**src/rtl/decode_pkg.sv**
```systemverilog
package decode_pkg;

   localparam int XLEN      = 64;
   localparam int OP_W      = 7;   // 66 op codes
   localparam int REG_W     = 5;
   localparam int IMM_FMT_W = 3;
   localparam int BUF_DEPTH = 2;
   // op, three regs, three valid bits, imm, four flags
   localparam int UOP_W     = OP_W + 3 * REG_W + 3 + XLEN + 4;

   typedef logic [31:0]          insn_t;
   typedef logic [XLEN-1:0]      xlen_t;
   typedef logic [REG_W-1:0]     reg_idx_t;
   typedef logic [OP_W-1:0]      uop_op_t;
   typedef logic [IMM_FMT_W-1:0] imm_fmt_t;
   typedef logic [UOP_W-1:0]     uop_vec_t;

   localparam uop_op_t OP_II   = 7'd0,  OP_NOP  = 7'd1,  OP_ADDU = 7'd2,  OP_SUBU = 7'd3,
                       OP_SLL  = 7'd4,  OP_SLT  = 7'd5,  OP_SLTU = 7'd6,  OP_XOR  = 7'd7,
                       OP_SRL  = 7'd8,  OP_SRA  = 7'd9,  OP_OR   = 7'd10, OP_AND  = 7'd11;

   localparam uop_op_t OP_ADDI = 7'd12, OP_SLLI = 7'd13, OP_SLTI = 7'd14, OP_SLTIU = 7'd15,
                       OP_XORI = 7'd16, OP_SRLI = 7'd17, OP_SRAI = 7'd18, OP_ORI   = 7'd19,
                       OP_ANDI = 7'd20;

   localparam uop_op_t OP_LUI  = 7'd21, OP_AUIPC = 7'd22;

   localparam uop_op_t OP_ADDIW = 7'd23, OP_SLLIW = 7'd24, OP_SRLIW = 7'd25,
                       OP_SRAIW = 7'd26, OP_ADDW  = 7'd27, OP_SUBW  = 7'd28,
                       OP_SLLW  = 7'd29, OP_SRLW  = 7'd30, OP_SRAW  = 7'd31;

   localparam uop_op_t OP_MUL  = 7'd32, OP_MULH  = 7'd33, OP_MULHU = 7'd34,
                       OP_DIV  = 7'd35, OP_DIVU  = 7'd36, OP_REM   = 7'd37,
                       OP_REMU = 7'd38, OP_MULW  = 7'd39, OP_DIVW  = 7'd40,
                       OP_DIVUW = 7'd41, OP_REMW = 7'd42, OP_REMUW = 7'd43;

   localparam uop_op_t OP_LB  = 7'd44, OP_LH  = 7'd45, OP_LW  = 7'd46, OP_LD = 7'd47,
                       OP_LBU = 7'd48, OP_LHU = 7'd49, OP_LWU = 7'd50,
                       OP_SB  = 7'd51, OP_SH  = 7'd52, OP_SW  = 7'd53, OP_SD = 7'd54;

   localparam uop_op_t OP_BEQ  = 7'd55, OP_BNE  = 7'd56, OP_BLT = 7'd57, OP_BGE  = 7'd58,
                       OP_BLTU = 7'd59, OP_BGEU = 7'd60, OP_J   = 7'd61, OP_JAL  = 7'd62,
                       OP_JR   = 7'd63, OP_JALR = 7'd64, OP_RET = 7'd65;

   // immediate formats, the _PC ones are added to the pc
   localparam imm_fmt_t IMM_NONE = 3'd0;
   localparam imm_fmt_t IMM_I    = 3'd1;
   localparam imm_fmt_t IMM_S    = 3'd2;
   localparam imm_fmt_t IMM_U    = 3'd3;
   localparam imm_fmt_t IMM_B_PC = 3'd4;
   localparam imm_fmt_t IMM_J_PC = 3'd5;
   localparam imm_fmt_t IMM_U_PC = 3'd6;

   localparam logic [6:0] OPC_LOAD      = 7'h03;
   localparam logic [6:0] OPC_MISC_MEM  = 7'h0f;
   localparam logic [6:0] OPC_OP_IMM    = 7'h13;
   localparam logic [6:0] OPC_AUIPC     = 7'h17;
   localparam logic [6:0] OPC_OP_IMM_32 = 7'h1b;
   localparam logic [6:0] OPC_STORE     = 7'h23;
   localparam logic [6:0] OPC_OP        = 7'h33;
   localparam logic [6:0] OPC_LUI       = 7'h37;
   localparam logic [6:0] OPC_OP_32     = 7'h3b;
   localparam logic [6:0] OPC_BRANCH    = 7'h63;
   localparam logic [6:0] OPC_JALR      = 7'h67;
   localparam logic [6:0] OPC_JAL       = 7'h6f;

endpackage

```
**src/rtl/uop_if.sv**
```systemverilog
`timescale 1ns/1ps

interface uop_if import decode_pkg::*; ();

   uop_op_t  op;
   reg_idx_t dst;
   logic     dst_valid;
   reg_idx_t src_a;
   logic     src_a_valid;
   reg_idx_t src_b;
   logic     src_b_valid;
   logic     is_int;
   logic     is_mem;
   logic     is_store;
   logic     is_br;
   imm_fmt_t imm_fmt;   // decoder to imm_gen only
   xlen_t    imm;

   modport dec (output op, dst, dst_valid, src_a, src_a_valid, src_b, src_b_valid,
                       is_int, is_mem, is_store, is_br, imm_fmt);

   modport gen (input imm_fmt, output imm);

   modport sink (input op, dst, dst_valid, src_a, src_a_valid, src_b, src_b_valid,
                       is_int, is_mem, is_store, is_br, imm);

endinterface

```
**src/rtl/op_decode.sv**
```systemverilog
`timescale 1ns/1ps

module op_decode import decode_pkg::*;
(
   input  insn_t insn,
   input  logic  mode64,
   uop_if.dec    u
);

   logic [6:0] opcode;
   logic [2:0] f3;
   logic [6:0] f7;
   reg_idx_t   rd;
   reg_idx_t   rs1;
   reg_idx_t   rs2;

   uop_op_t    op;
   reg_idx_t   dst;
   reg_idx_t   src_a;
   reg_idx_t   src_b;
   logic       dst_valid;
   logic       src_a_valid;
   logic       src_b_valid;
   logic       is_int;
   logic       is_mem;
   logic       is_store;
   logic       is_br;
   logic       alu_wr;   // result is dropped when rd is x0
   imm_fmt_t   imm_fmt;

   assign opcode = insn[6:0];
   assign f3     = insn[14:12];
   assign f7     = insn[31:25];
   assign rd     = insn[11:7];
   assign rs1    = insn[19:15];
   assign rs2    = insn[24:20];

   always_comb
   begin
      op          = OP_II;
      dst         = '0;
      src_a       = '0;
      src_b       = '0;
      src_a_valid = 1'b0;
      src_b_valid = 1'b0;
      is_int      = 1'b0;
      is_mem      = 1'b0;
      is_store    = 1'b0;
      is_br       = 1'b0;
      alu_wr      = 1'b0;
      imm_fmt     = IMM_NONE;
      case (opcode)
         OPC_LOAD:
         begin
            dst         = rd;
            src_a       = rs1;
            src_a_valid = 1'b1;
            is_mem      = 1'b1;
            imm_fmt     = IMM_I;
            case (f3)
               3'd0: op = OP_LB;
               3'd1: op = OP_LH;
               3'd2: op = OP_LW;
               3'd3: op = OP_LD;
               3'd4: op = OP_LBU;
               3'd5: op = OP_LHU;
               3'd6: op = OP_LWU;
               default: op = OP_II;
            endcase
         end
         OPC_MISC_MEM: op = OP_NOP;   // fence needs no work here
         OPC_OP_IMM:
         begin
            dst         = rd;
            src_a       = rs1;
            src_a_valid = 1'b1;
            is_int      = 1'b1;
            alu_wr      = 1'b1;
            imm_fmt     = IMM_I;
            case (f3)
               3'd0: op = OP_ADDI;
               3'd1: op = (insn[31:26] == 6'h00) ? OP_SLLI : OP_II;
               3'd2: op = OP_SLTI;
               3'd3: op = OP_SLTIU;
               3'd4: op = OP_XORI;
               3'd5: op = (insn[31:26] == 6'h00) ? OP_SRLI :
                          (insn[31:26] == 6'h10) ? OP_SRAI : OP_II;
               3'd6: op = OP_ORI;
               default: op = OP_ANDI;
            endcase
         end
         OPC_AUIPC:
         begin
            dst     = rd;
            is_int  = 1'b1;
            alu_wr  = 1'b1;
            imm_fmt = IMM_U_PC;
            op      = OP_AUIPC;
         end
         OPC_OP_IMM_32:
         begin
            if (mode64)
            begin
               dst         = rd;
               src_a       = rs1;
               src_a_valid = 1'b1;
               is_int      = 1'b1;
               alu_wr      = 1'b1;
               imm_fmt     = IMM_I;
               case ({f7, f3})
                  {7'h00, 3'd1}: op = OP_SLLIW;
                  {7'h00, 3'd5}: op = OP_SRLIW;
                  {7'h20, 3'd5}: op = OP_SRAIW;
                  default: op = (f3 == 3'd0) ? OP_ADDIW : OP_II;   // addiw ignores f7
               endcase
            end
         end
         OPC_STORE:
         begin
            src_a       = rs1;
            src_b       = rs2;
            src_a_valid = 1'b1;
            src_b_valid = 1'b1;
            is_mem      = 1'b1;
            is_store    = 1'b1;
            imm_fmt     = IMM_S;
            case (f3)
               3'd0: op = OP_SB;
               3'd1: op = OP_SH;
               3'd2: op = OP_SW;
               3'd3: op = OP_SD;
               default: op = OP_II;
            endcase
         end
         OPC_OP, OPC_OP_32:
         begin
            dst         = rd;
            src_a       = rs1;
            src_b       = rs2;
            src_a_valid = 1'b1;
            src_b_valid = 1'b1;
            is_int      = 1'b1;
            alu_wr      = 1'b1;
            case ({opcode[3], f7, f3})
               {1'b0, 7'h00, 3'd0}: op = OP_ADDU;
               {1'b0, 7'h20, 3'd0}: op = OP_SUBU;
               {1'b0, 7'h00, 3'd1}: op = OP_SLL;
               {1'b0, 7'h00, 3'd2}: op = OP_SLT;
               {1'b0, 7'h00, 3'd3}: op = OP_SLTU;
               {1'b0, 7'h00, 3'd4}: op = OP_XOR;
               {1'b0, 7'h00, 3'd5}: op = OP_SRL;
               {1'b0, 7'h20, 3'd5}: op = OP_SRA;
               {1'b0, 7'h00, 3'd6}: op = OP_OR;
               {1'b0, 7'h00, 3'd7}: op = OP_AND;
               {1'b0, 7'h01, 3'd0}: op = OP_MUL;
               {1'b0, 7'h01, 3'd1}: op = OP_MULH;
               {1'b0, 7'h01, 3'd3}: op = OP_MULHU;
               {1'b0, 7'h01, 3'd4}: op = OP_DIV;
               {1'b0, 7'h01, 3'd5}: op = OP_DIVU;
               {1'b0, 7'h01, 3'd6}: op = OP_REM;
               {1'b0, 7'h01, 3'd7}: op = OP_REMU;
               {1'b1, 7'h00, 3'd0}: op = mode64 ? OP_ADDW : OP_II;   // word forms need rv64 mode
               {1'b1, 7'h20, 3'd0}: op = mode64 ? OP_SUBW : OP_II;
               {1'b1, 7'h00, 3'd1}: op = mode64 ? OP_SLLW : OP_II;
               {1'b1, 7'h00, 3'd5}: op = mode64 ? OP_SRLW : OP_II;
               {1'b1, 7'h20, 3'd5}: op = mode64 ? OP_SRAW : OP_II;
               {1'b1, 7'h01, 3'd0}: op = mode64 ? OP_MULW : OP_II;
               {1'b1, 7'h01, 3'd4}: op = mode64 ? OP_DIVW : OP_II;
               {1'b1, 7'h01, 3'd5}: op = mode64 ? OP_DIVUW : OP_II;
               {1'b1, 7'h01, 3'd6}: op = mode64 ? OP_REMW : OP_II;
               {1'b1, 7'h01, 3'd7}: op = mode64 ? OP_REMUW : OP_II;
               default: op = OP_II;
            endcase
         end
         OPC_LUI:
         begin
            dst     = rd;
            is_int  = 1'b1;
            alu_wr  = 1'b1;
            imm_fmt = IMM_U;
            op      = OP_LUI;
         end
         OPC_BRANCH:
         begin
            src_a       = rs1;
            src_b       = rs2;
            src_a_valid = 1'b1;
            src_b_valid = 1'b1;
            is_int      = 1'b1;
            is_br       = 1'b1;
            imm_fmt     = IMM_B_PC;
            case (f3)
               3'd0: op = OP_BEQ;
               3'd1: op = OP_BNE;
               3'd4: op = OP_BLT;
               3'd5: op = OP_BGE;
               3'd6: op = OP_BLTU;
               3'd7: op = OP_BGEU;
               default: op = OP_II;
            endcase
         end
         OPC_JALR:
         begin
            dst         = rd;
            src_a       = rs1;
            src_a_valid = 1'b1;
            is_int      = 1'b1;
            is_br       = 1'b1;
            imm_fmt     = IMM_I;
            if (f3 != 3'd0)
               op = OP_II;
            else if (rd != '0)
               op = OP_JALR;
            else
               op = (rs1 == 5'd1 || rs1 == 5'd5) ? OP_RET : OP_JR;   // x1/x5 are link regs
         end
         OPC_JAL:
         begin
            dst     = rd;
            is_int  = 1'b1;
            is_br   = 1'b1;
            imm_fmt = IMM_J_PC;
            op      = (rd == '0) ? OP_J : OP_JAL;
         end
         default: op = OP_II;   // includes system opcode 0x73
      endcase

      dst_valid = (dst != '0);

      if (op == OP_II)
      begin
         dst         = '0;
         src_a       = '0;
         src_b       = '0;
         dst_valid   = 1'b0;
         src_a_valid = 1'b0;
         src_b_valid = 1'b0;
         is_int      = 1'b0;
         is_mem      = 1'b0;
         is_store    = 1'b0;
         is_br       = 1'b0;
         imm_fmt     = IMM_NONE;
      end
      else if (alu_wr && rd == '0)
         op = OP_NOP;
   end

   assign u.op          = op;
   assign u.dst         = dst;
   assign u.dst_valid   = dst_valid;
   assign u.src_a       = src_a;
   assign u.src_a_valid = src_a_valid;
   assign u.src_b       = src_b;
   assign u.src_b_valid = src_b_valid;
   assign u.is_int      = is_int;
   assign u.is_mem      = is_mem;
   assign u.is_store    = is_store;
   assign u.is_br       = is_br;
   assign u.imm_fmt     = imm_fmt;

endmodule

```
**src/rtl/imm_gen.sv**
```systemverilog
`timescale 1ns/1ps

module imm_gen import decode_pkg::*;
(
   input  insn_t insn,
   input  xlen_t pc,
   input  logic  mode64,
   uop_if.gen    u
);

   xlen_t imm_raw;
   xlen_t pc_sum;
   logic  pc_rel;

   always_comb
   begin
      imm_raw = '0;
      pc_rel  = 1'b0;
      case (u.imm_fmt)
         IMM_I: imm_raw = {{(XLEN-12){insn[31]}}, insn[31:20]};
         IMM_S: imm_raw = {{(XLEN-12){insn[31]}}, insn[31:25], insn[11:7]};
         IMM_U: imm_raw = {{(XLEN-32){insn[31]}}, insn[31:12], 12'd0};
         IMM_B_PC:
         begin
            imm_raw = {{(XLEN-13){insn[31]}}, insn[31], insn[7], insn[30:25],
                       insn[11:8], 1'b0};
            pc_rel  = 1'b1;
         end
         IMM_J_PC:
         begin
            imm_raw = {{(XLEN-21){insn[31]}}, insn[31], insn[19:12], insn[20],
                       insn[30:21], 1'b0};
            pc_rel  = 1'b1;
         end
         IMM_U_PC:
         begin
            imm_raw = {{(XLEN-32){insn[31]}}, insn[31:12], 12'd0};
            pc_rel  = 1'b1;
         end
         default: imm_raw = '0;   // IMM_NONE
      endcase
   end

   assign pc_sum = pc + imm_raw;

   // rv32 mode wraps the target at 32 bits
   always_comb
   begin
      if (!pc_rel)
         u.imm = imm_raw;
      else if (mode64)
         u.imm = pc_sum;
      else
         u.imm = {{(XLEN-32){pc_sum[31]}}, pc_sum[31:0]};
   end

endmodule

```
**src/rtl/uop_skid_buffer.sv**
```systemverilog
`timescale 1ns/1ps

module uop_skid_buffer import decode_pkg::*;
(
   input  logic     clk,
   input  logic     arst_n,
   input  logic     in_valid,
   output logic     in_ready,
   uop_if.sink      u,
   output logic     out_valid,
   input  logic     out_ready,
   output uop_op_t  out_op,
   output reg_idx_t out_dst,
   output logic     out_dst_valid,
   output reg_idx_t out_src_a,
   output logic     out_src_a_valid,
   output reg_idx_t out_src_b,
   output logic     out_src_b_valid,
   output xlen_t    out_imm,
   output logic     out_is_int,
   output logic     out_is_mem,
   output logic     out_is_store,
   output logic     out_is_br
);

   uop_vec_t   mem [BUF_DEPTH];
   uop_vec_t   wr_data;
   logic       wr_ptr;
   logic       rd_ptr;
   logic [1:0] count;
   logic       push;
   logic       pop;

   assign wr_data = {u.op, u.dst, u.dst_valid, u.src_a, u.src_a_valid, u.src_b,
                     u.src_b_valid, u.imm, u.is_int, u.is_mem, u.is_store, u.is_br};

   assign in_ready  = (count < BUF_DEPTH);
   assign out_valid = (count != 2'd0);
   assign push      = in_valid & in_ready;
   assign pop       = out_valid & out_ready;

   always_ff @(posedge clk)
   begin
      if (push)
         mem[wr_ptr] <= wr_data;
   end

   always_ff @(posedge clk or negedge arst_n)
   begin
      if (!arst_n)
      begin
         wr_ptr <= 1'b0;
         rd_ptr <= 1'b0;
         count  <= 2'd0;
      end
      else
      begin
         if (push)
            wr_ptr <= ~wr_ptr;
         if (pop)
            rd_ptr <= ~rd_ptr;
         if (push && !pop)
            count <= count + 2'd1;
         else if (pop && !push)
            count <= count - 2'd1;   // push with pop keeps count
      end
   end

   assign {out_op, out_dst, out_dst_valid, out_src_a, out_src_a_valid, out_src_b,
           out_src_b_valid, out_imm, out_is_int, out_is_mem, out_is_store,
           out_is_br} = mem[rd_ptr];

endmodule

```
**src/rtl/decode_unit.sv**
```systemverilog
`timescale 1ns/1ps

module decode_unit import decode_pkg::*;
(
   input  logic     clk,
   input  logic     arst_n,
   input  logic     mode64,
   input  logic     in_valid,
   output logic     in_ready,
   input  insn_t    insn,
   input  xlen_t    pc,
   output logic     out_valid,
   input  logic     out_ready,
   output uop_op_t  out_op,
   output reg_idx_t out_dst,
   output logic     out_dst_valid,
   output reg_idx_t out_src_a,
   output logic     out_src_a_valid,
   output reg_idx_t out_src_b,
   output logic     out_src_b_valid,
   output xlen_t    out_imm,
   output logic     out_is_int,
   output logic     out_is_mem,
   output logic     out_is_store,
   output logic     out_is_br
);

   uop_if u ();

   op_decode u_op_decode (
      .insn   (insn),
      .mode64 (mode64),
      .u      (u.dec)
   );

   imm_gen u_imm_gen (
      .insn   (insn),
      .pc     (pc),
      .mode64 (mode64),
      .u      (u.gen)
   );

   // one cycle from accept to out_valid
   uop_skid_buffer u_buf (
      .clk             (clk),
      .arst_n          (arst_n),
      .in_valid        (in_valid),
      .in_ready        (in_ready),
      .u               (u.sink),
      .out_valid       (out_valid),
      .out_ready       (out_ready),
      .out_op          (out_op),
      .out_dst         (out_dst),
      .out_dst_valid   (out_dst_valid),
      .out_src_a       (out_src_a),
      .out_src_a_valid (out_src_a_valid),
      .out_src_b       (out_src_b),
      .out_src_b_valid (out_src_b_valid),
      .out_imm         (out_imm),
      .out_is_int      (out_is_int),
      .out_is_mem      (out_is_mem),
      .out_is_store    (out_is_store),
      .out_is_br       (out_is_br)
   );

endmodule

```
**config.mk**
```make
export PLATFORM = sky130hd
export DESIGN_NAME = decode_unit
export DESIGN_NICKNAME = d
export VERILOG_FILES = /design/src/rtl/decode_pkg.sv /design/src/rtl/uop_if.sv /design/src/rtl/op_decode.sv /design/src/rtl/imm_gen.sv /design/src/rtl/uop_skid_buffer.sv /design/src/rtl/decode_unit.sv
export SDC_FILE = /design/constraint.sdc
export NUM_CORES = 1
export LEC_CHECK = 0
export BUFFER_PORTS_ARGS = -buffer_cell sky130_fd_sc_hd__buf_4
export CAP_MARGIN = 20
export CORE_AREA = 3 3 125 217
export CTS_BUF_LIST = sky130_fd_sc_hd__clkbuf_8
export DETAILED_ROUTE_END_ITERATION = 10
export DIE_AREA = 0 0 128 220
export HOLD_SLACK_MARGIN = 0.06
export MAX_ROUTING_LAYER = met4
export PLACE_DENSITY = 0.81
export REMOVE_ABC_BUFFERS = 1
export SLEW_MARGIN = 5
export SYNTH_ARGS = -nofsm -noshare
export SYNTH_HDL_FRONTEND = slang
export SYNTH_SLANG_ARGS = --single-unit
```
**constraint.sdc**
```tcl
create_clock -name clk -period 15.45 [get_ports clk]
set_input_delay 1.545 -clock clk [delete_from_list [all_inputs] [get_ports clk]]
set_output_delay 1.545 -clock clk [all_outputs]
set_load 0.01 [all_outputs]
```
## After elaboration in Yosys (flattened, before gate mapping)

Memory sizes are Yosys's and may differ from the RTL's.
Cells that the tools add are included.
W data, S select, Z words.

| operators by class | value |
|---|---|
| reductions and logical operators | 27 |
| $lt $le $gt $ge | 1 |
| add/subtract/negate cells | 3 |
| bitwise gates (word level) | 4 |
| eq/ne operators | 57 |
| mux-type cells | 62 |

Operators by type and width:

| kind | number |
|---|---|
| $pmux W64 S5 | 1 |
| $pmux W7 S27 | 1 |
| $mux W64 | 2 |
| $eq A11 B11 Y1 const B | 10 |
| $eq A11 B4 Y1 const B | 7 |
| $pmux W7 S11 | 1 |
| $mux W5 | 13 |
| $add A64 B64 Y64 | 1 |
| $mux W7 | 7 |
| $pmux W7 S7 | 1 |
| $eq A11 B3 Y1 const B | 4 |
| $pmux W6 S7 | 1 |
| $pmux W6 S6 | 1 |
| $mux W6 | 5 |
| $eq A7 B6 Y1 const B | 4 |
| $pmux W6 S4 | 1 |
| $eq A11 B2 Y1 const B | 2 |
| $eq A11 B9 Y1 const B | 2 |
| $eq A3 B3 Y1 const B | 7 |
| $eq A7 B5 Y1 const B | 3 |
| $eq A7 B7 Y1 const B | 3 |
| $pmux W3 S7 | 1 |
| $pmux W7 S3 | 1 |
| $pmux W5 S2 | 2 |
| 38 further kinds | 73 |

| storage, ports and cells | value |
|---|---|
| word-level logic and storage cells | 158 |
| memories kept | 1 |
| RAM bits | 186 |
| register bits after elaboration | 4 |

Memory list:

| memory | words | width | rd ports | clocked after memory_dff | write ports | line | RTL |
|---|---|---|---|---|---|---|---|
| u_buf.mem | 2 | 93 | 1 | 0 | 1 | uop_skid_buffer.sv:26 | `uop_vec_t mem [BUF_DEPTH];` |

## Logic depth before layout (Yosys ltp)

Gate-level depths: netlist of the first run.

| logic depth | value |
|---|---|
| depth in word-level cells | 14 |
| depth in mapped cells | 29 |
| gate-level depth less buffers | 26 |

## Hierarchy

A second synthesis of the first run with hierarchy kept.

| unflattened totals | value |
|---|---|
| cell total of the unflattened synthesis | 1316 |
| area, all modules | 13310.3 um^2 |

By module, submodules not included:

| module | area each (um^2) | cells each | times used | seq. area each (um^2) |
|---|---|---|---|---|
| uop_skid_buffer | 6915.4 | 306 | 1 | 5685.5 |
| imm_gen | 4808.4 | 755 | 1 | 0.0 |
| op_decode | 1586.5 | 255 | 1 | 0.0 |

## Worst setup path before layout of the first run

Ideal clock, no wire load.

| path | value |
|---|---|
| path type | input port to flip-flop |
| start | input port insn[5] |
| end | memory u_buf.mem[0][67] (netlist name) (data pin) |
| required time | 15.175 ns |
| slack | 8.532 ns |
| buffers on the path | 3 |
| stages on the path | 29 |
| arrival | 6.642 ns |
| library setup time | 0.275 ns |
| cell sequence | buf_2 > nand3b_2 > nor2_1 > a21o_1 > buf_2 > or3b_1 > a2111oi_2 > nand4_2 > nor3_4 > a31oi_4 > nand2_1 > inv_2 > o21a_1 > a21o_1 > ha_1 > clkbuf_1 > a21o_1 > a21o_1 > a21oi_1 > a21oi_1 > or2_2 > a31o_2 > a41oi_2 > o31a_1 > a211o_1 > a21oi_1 > o211ai_1 > mux2i_1 > a21oi_1 |

| on the way | value |
|---|---|
| word-level cells in the longest chain between the ends | 11 |

RTL lines:

| item | line | RTL |
|---|---|---|
| from (decl) | decode_unit.sv:10 | `input insn_t insn,` |
| $eq A7 B6 Y1 | op_decode.sv:52 | `case (opcode)` |
| $reduce_or A2 Y1 | op_decode.sv:52 |  |
| $pmux W7 S11 | op_decode.sv:52 |  |
| $logic_not A7 Y1 | op_decode.sv:230 | `if (op == OP_II)` |
| $mux W3 * | op_decode.sv:230 |  |
| $eq A3 B2 Y1 or $eq A3 B3 Y1 (tied branches) | imm_gen.sv:19 | `case (u.imm_fmt)` |
| $reduce_or A2 Y1 (no source line) | n/a |  |
| $pmux W64 S5 | imm_gen.sv:19 |  |
| $add A64 B64 Y64 | imm_gen.sv:44 | `assign pc_sum = pc + imm_raw;` |
| $mux W64 | imm_gen.sv:51 | `else if (mode64)` |
| $mux W64 * | imm_gen.sv:49 | `if (!pc_rel)` |
| named net u.imm[63] | uop_if.sv:17 | `xlen_t imm;` |
| to (decl) | uop_skid_buffer.sv:26 |  |

Mark *: on every way through the listed nets, which the timed path passes. The rest lies on a longest branch.

## Worst setup path in the final report of the first run

| path | value |
|---|---|
| start | input port insn[3] |
| end | memory u_buf.mem[1][43] (netlist name) (data pin) |

| on the way | value |
|---|---|
| word-level cells in the longest chain between the ends | 11 |

RTL lines:

| item | line | RTL |
|---|---|---|
| $eq A11 B11 Y1 (tied with other cells) | op_decode.sv:144 | `case ({opcode[3], f7, f3})` |
| $pmux W7 S27 or $reduce_or A2 Y1 (tied branches) | op_decode.sv:144, op_decode.sv:52 |  |
| $pmux W7 S11 | op_decode.sv:52 |  |
| $logic_not A7 Y1 | op_decode.sv:230 |  |
| $mux W3 * | op_decode.sv:230 |  |
| $eq A3 B2 Y1 or $eq A3 B3 Y1 (tied branches) | imm_gen.sv:19 |  |
| $reduce_or A2 Y1 (no source line) | n/a |  |
| $pmux W64 S5 | imm_gen.sv:19 |  |
| $add A64 B64 Y64 | imm_gen.sv:44 |  |
| $mux W64 | imm_gen.sv:51 |  |
| $mux W64 * | imm_gen.sv:49 |  |
| named net u.imm[39] | uop_if.sv:17 |  |

Marks and branches as above.

==> impl_metrics.ini, run 1 <==
[power_and_ir_drop]
p_clk_share_pct = 21.9
power_density_mw_per_mm2 = 109
p_seq_share_pct = 43.5
peakVddDrop_v = 0.0000560
p_int_uw = 1060
sw_frac_of_total_pct = 33.9
p_switching_uw = 543
share_comb_of_total_power_pct = 34.6
p_leak_uw = 0.00625

[clock_tree]
post_cts_buffers = 0
clock-sinks = 190
cts_resized = 0
path_clk_slew_ns = 0.12
numCtsBuffers = 17
max-clock-path-buffers = 2
clock_latency_ns = 0.49
ctsRootBufferMaster = clkbuf_8
cts_tree = yes
h-tree-depth = 4
ctsHoldBuffers = 0

[routing]
first_pass_iters = 6
wl_per_cell_um = 21.8
ant_nets = 0
drcViolationCount = 0
totalWireLength_um = 36200
vias_per_cell = 6.14
first_iter_violations = 766
vias = 10200

[critical_path]
slowest_delay_ns = 0.65
crit_buf_inv = 1
crit_path_max_fanout = 21
r2r_start = u_buf.count[1]
critPathRequiredTime_ns = 15.65
crit_start = insn[3]
crit_family = compound AO/OA/AOI/OAI gates
worstRegToRegCells = 4
cp_cell_sequence = buf_4 > nand4bb_1 > nor3_1 > a21oi_1 > or3b_1 > a2111oi_2 > nand4_2 > nor3_4 > a31oi_4 > a22o_1 > ha_1 > nand2_1 > o31ai_2 > o2111ai_1 > a21oi_2 > o211ai_1 > a21oi_1 > o2111ai_1 > a21oi_1 > o2111ai_1 > a21o_1 > a31oi_4 > or2_1 > o311ai_1
cp.arrival_ns = 8.42
path_depth = 24
worstSetupStartpointType = primary input
crit_type = in2reg
critPathCaptureType = flop
crit_slowest_cell = or2_1

[timing]
hold_violations = 0
fin_tns_setup_ns = 0
slew-limit-headroom_pct = 40.6
slew_violations = 0
finalHoldWorstSlack_ns = 0.532
fin_crit_ns = 8.22
fin_worst_skew_ns = 0.0126
finalSetupViolations = 0
tightestPinTransition_ns = 0.879
rsz0062_at_grt = no
post-route-period-util_pct = 53.2
fmax_mhz = 122

[place]
io_buffers = 195
placed_area_mm2 = 0.0143
hpwlAfterDp_um = 27500
place_congestion = 1.04

[grt]
grt_pass1_wl_um = 54700
antenna_found_initial = 0
grt_pass1_vias = 10400
grt_use_total_pct = 25.9
grt_max_degree = 52
overflow = 0

[status]
status = finished, final reports clean

[final_layout]
nFillCells = 2167
synthToLayoutAreaGrowth_pct = 16.5
num_antenna_cells = 0
final_area_mm2 = 0.0147
drive_gt1_share_pct = 28.3
final_net_count = 1497

[run]
drv_cap = 0

[yosys]
synth.avg_cell_area_um2 = 10.8
synth_edf_count = 186
yosysSeqAreaShare_pct = 45.1
ys_dominant_reg_cell = edfxtp_1
ys_types = 89
yosys_register_bits = 190
yosysWarnings = 0
synthCells = 1170
synthArstFlopShare_pct = 2.11
synthesis.area_mm2 = 0.0126

[floorplan]
io_pins = 196
die_area_mm2 = 0.0282
die_w_um = 128
start_util_pct = 49.6
core_mm2 = 0.0254
dieHeight_um = 220
rows = 77

[hold_path]
hp-start = u_buf.count[0]
hold_class = reg2reg
worstHoldPathCells = 1
power groups by stage:
stage	Sequential (µW)	Combinational, µW	Clock (µW)
4_1_cts	699	564	355
6_report	697	554	350
5_1_grt	706	593	381
3_3_place_gp	706	557	0
3_5_place_dp	710	560	0
2_1_floorplan	723	299	0
per-layer routing:
layer | vias to the layer above | wire length [µm] | global-route usage (%) | part of all wire [%]
met5 | - | 0 | - | 0
met4 | 0 | 1840 | 13.5 | 5.1
met3 | 111 | 2130 | 4.17 | 5.9
met2 | 418 | 20000 | 48.5 | 55
met1 | 4906 | 12300 | 25.3 | 34
li1 | 4761 | - | - | -
state kept, by name, indices dropped and copies added, names as in the netlist:
register and flops:
u_buf.mem 186, u_buf.wr_ptr 1, u_buf.count 2, u_buf.rd_ptr 1
cell usage after synthesis, types with 4 or more instances:
master       n  area [µm²]
o21a_1       4        30.0
inv_1       20        75.1
nand3_1     20         100
a31oi_1     11        68.8
o31a_1       4        35.0
clkbuf_1    36         135
xnor2_1     38         333
and2_1      22         138
dfrtp_1      4         100
or2_1        7        43.8
nor3b_1      4        30.0
nand4_1     12        75.1
and3_1       8        50.1
or3_1        8        50.1
nor3_1      16        80.1
o21ai_1      9        45.0
a22o_1       5        43.8
xor2_1      23         201
a21oi_1    100         500
a211oi_1     9        67.6
nor4_1       4        25.0
nand2b_1    16         100
or2_2        6        37.5
o21ai_2      7        61.3
ha_1        64         801
o211ai_1     8        60.1
o31ai_1     11        82.6
o21bai_1     9        67.6
nor2b_1     21         131
mux2_2     107        1200
o2111ai_1    5        43.8
buf_2       18        90.1
edfxtp_1   186        5590
nor2_1      60         225
a21o_1      67         503
nand2_1     81         304
o21ai_0     60         300
placed cells by master (no fill, tap or decap), types with 4 or more instances in the layout:
cell / netlist / layout
a21o_1: 67 / 67
buf_4: 1 / 203
clkbuf_8: 0 / 17
edfxtp_1: 186 / 186
xor2_1: 23 / 23
or3_1: 8 / 8
a211oi_1: 9 / 9
or2_1: 7 / 7
nand4_1: 12 / 12
and2_1: 22 / 21
o211ai_1: 8 / 8
nor3_1: 16 / 16
nor4_1: 4 / 4
a21oi_1: 100 / 100
nand2_1: 81 / 81
clkinv_8: 1 / 6
nor2b_1: 21 / 20
nand2b_1: 16 / 16
o21ai_0: 60 / 60
ha_1: 64 / 64
and3_1: 8 / 8
or2_2: 6 / 6
o21bai_1: 9 / 9
nor2_1: 60 / 60
o2111ai_1: 5 / 5
mux2_2: 107 / 107
o21ai_2: 7 / 7
inv_8: 0 / 4
o31a_1: 4 / 4
o31ai_1: 11 / 11
nor3b_1: 4 / 4
xnor2_1: 38 / 38
o21ai_1: 9 / 9
a31oi_1: 11 / 11
nand3_1: 20 / 20
a22o_1: 5 / 5
o21a_1: 4 / 4
inv_1: 20 / 20
per-stage QoR:
step / power (µW) / std cells / utilization (%) / setup WS, ns
floorplan: 1020 / 1109 / - / 8.46
global placement: 1260 / 1628 / 56.1 / 6.92
detailed placement: 1270 / 1628 / 56.1 / 6.85
CTS: 1620 / 1660 / 57.8 / 7.40
global route: 1680 / 1660 / 57.8 / 6.83
finish: 1600 / 1660 / 57.8 / 7.23
layout make-up:
| class | count | area [µm²] | share of cell area [%] |
|---|---|---|---|
| clock inverter | 15 | 201 | 1.37 |
| multi-input combinational | 896 | 6560 | 44.6 |
| timing repair buffer | 203 | 1520 | 10.4 |
| tap | 316 | 395 | 2.69 |
| inverter | 23 | 98.8 | 0.673 |
| sequential | 190 | 5690 | 38.7 |
| clock buffer | 17 | 234 | 1.59 |
worst paths after layout:
check	to	slack, ns
min in group asynchronous	u_buf.rd_ptr	0.82
max reg2reg	u_buf.mem[0][34]	12.88
min reg2reg	u_buf.count[0]	0.53
max in group asynchronous	u_buf.rd_ptr	14.52
min	u_buf.count[0]	0.53
max	u_buf.mem[1][43]	7.23
logic make-up after synthesis:
logic type	synth area share [%]
compound gates	18.8
buf+inv	3.02
mux	9.88
fa+ha+maj	6.51
flops	45.1
simple gates	12.5
xor+xnor	4.24
Power figures use the tool's default switching activity.
==> run 2: changes to the inputs <==
Settings changed: PLACE_DENSITY 0.81 to 0.84.
Clock period 15.45 ns to 7.45 ns, I/O delays scaled along.
==> run 2 against run 1 <==
  * Die area unchanged
  * Largest cell class unchanged
  * Register-to-register slack got worse by 7.9 ns
  * Largest power group unchanged
  * Global-route usage increased by 0.87 points
  * Critical path type unchanged
  * Clock power increased by 88%
  * Cell count increased by 3.3%
  * Worst setup slack got worse by 6.2 ns
  * Power increased by 100%
==> impl_metrics.ini, run 2 (synthesis results as in run 1) <==
[critical_path]
critPathRequiredTime_ns = 7.69
cp.arrival_ns = 6.63
crit_type = in2reg
crit_path_max_fanout = 7
worstSetupStartpointType = primary input
critPathCaptureType = flop
r2r_slack_ns = 4.95

[floorplan]
rows = 77
die_area_mm2 = 0.0282
start_util_pct = 49.6
die_w_um = 128
io_pins = 196
core_mm2 = 0.0254
dieHeight_um = 220

[power_and_ir_drop]
peakVddDrop_v = 0.000173
p_total_uw = 3270
power_density_mw_per_mm2 = 218
p_leak_uw = 0.00649

[final_layout]
final_cell_mix = buf_4 (256), edfxtp_1 (186), mux2_2 (107)
reg_top3 = u_buf.mem x186, u_buf.count x2
drive_gt1_share_pct = 31.0
fin_cells = 1714
final_common_cell = buf_4
largest_reg_flops = 186
synthToLayoutAreaGrowth_pct = 19.3
final_net_count = 1551
num_antenna_cells = 0
regMostFlops = u_buf.mem

[run]
drv_cap = 0

[clock_tree]
cts_tree = yes
h-tree-depth = 4
numCtsBuffers = 17
path_clk_slew_ns = 0.10
ctsRootBufferMaster = clkbuf_8
clock-sinks = 190
clock_latency_ns = 0.51
max-clock-path-buffers = 2

[timing]
hold_violations = 0
rsz0062_at_grt = no
tightestPinTransition_ns = 0.906
post-route-period-util_pct = 85.8
worst_slack_ns = 1.06
slew-limit-headroom_pct = 38.1
fin_crit_ns = 6.39
fin_tns_setup_ns = 0
fmax_mhz = 156
finalSetupViolations = 0
slew_violations = 0
fin_worst_skew_ns = 0.0125

[status]
status = finished, final reports clean

[routing]
drcViolationCount = 0
totalWireLength_um = 36800
first_pass_iters = 6
ant_nets = 0
wl_per_cell_um = 21.5
vias = 10300
first_iter_violations = 903
vias_per_cell = 6.02

[grt]
antenna_found_initial = 0
grt_pass1_vias = 10400
grt_use_total_pct = 26.8
grt_max_degree = 51
grt_pass1_wl_um = 55900
overflow = 0

[place]
dpl.cell_count = 1681
place_congestion = 1.06
hpwlAfterDp_um = 28400
pre_cts_slack_ns = 0.628
io_buffers = 195

[hold_path]
hold_class = reg2reg
## run 2: per-layer routing
layer | wire length [µm] | GRT usage [%] | up-vias
met3 | 2310 | 4.80 | 119
met2 | 20500 | 50.5 | 448
met1 | 12400 | 26.1 | 4883
li1 | - | - | 4868
met4 | 1610 | 12.6 | 0
met5 | 0 | - | -
## run 2: final timing paths
kind,startpoint,to,depth (start not counted)
max,insn[19],u_buf.mem[0][67],28
min,u_buf.count[0],u_buf.count[0],1
max reg2reg,u_buf.count[1],u_buf.mem[1][73],3
min reg2reg,u_buf.count[0],u_buf.count[0],1
max in group asynchronous,arst_n,u_buf.rd_ptr,2
min in group asynchronous,arst_n,u_buf.count[1],2
## run 2: area by class of cell
cell class              count  area, µm²
fillers                  2161      10400
multi-input cells         896       6560
flip-flops and latches    190       5690
repair buffers            257       1930
well taps                 316        395
clock buffers              17        234
clock inverters            15        145
inverters                  23       98.8
## run 2: power breakdown
part,internal [µW],total (µW),switching (µW)
combinational,577,1170,591
sequential,1360,1450,87.8
clock,247,657,411
## run 2: per-stage QoR
step / instance area (µm²) / utilization (%) / hold slack, ns
final: 15000 / 59.2 / 0.520
after global routing: 15000 / 59.2 / 0.516
after CTS: 15000 / 59.2 / 0.490
after detailed placement: 14700 / 57.6 / 0.511
after global placement: 14700 / 57.6 / 0.497
after floorplan: 12300 / - / 0.449
## run 2: timing repair
| action | CTS | global route |
|---|---|---|
| buffers inserted | 0 | 0 |
| endpoints found under the hold margin | 4 | 0 |
| hold buffers | 1 | 0 |
| gates resized for setup | 0 | 0 |
## run 2: worst max-delay path, cell delays in order
cell,delay [ns]
buf_4,0.12
nor4b_1,0.38
buf_4,0.22
nor3_1,0.07
a21oi_1,0.19
or3b_1,0.40
a2111oi_2,0.30
nand4_2,0.19
nor3_4,0.22
a31oi_4,0.06
buf_4,0.15
nor2_2,0.24
nor2b_1,0.16
buf_4,0.18
a21o_1,0.17
ha_1,0.40
nand2_1,0.13
o21ai_0,0.29
nor3_1,0.07
o21ai_0,0.24
a31o_2,0.17
a41oi_2,0.13
o31a_1,0.35
a211o_1,0.35
a211o_1,0.28
o211ai_1,0.10
mux2i_1,0.21
a21oi_1,0.09
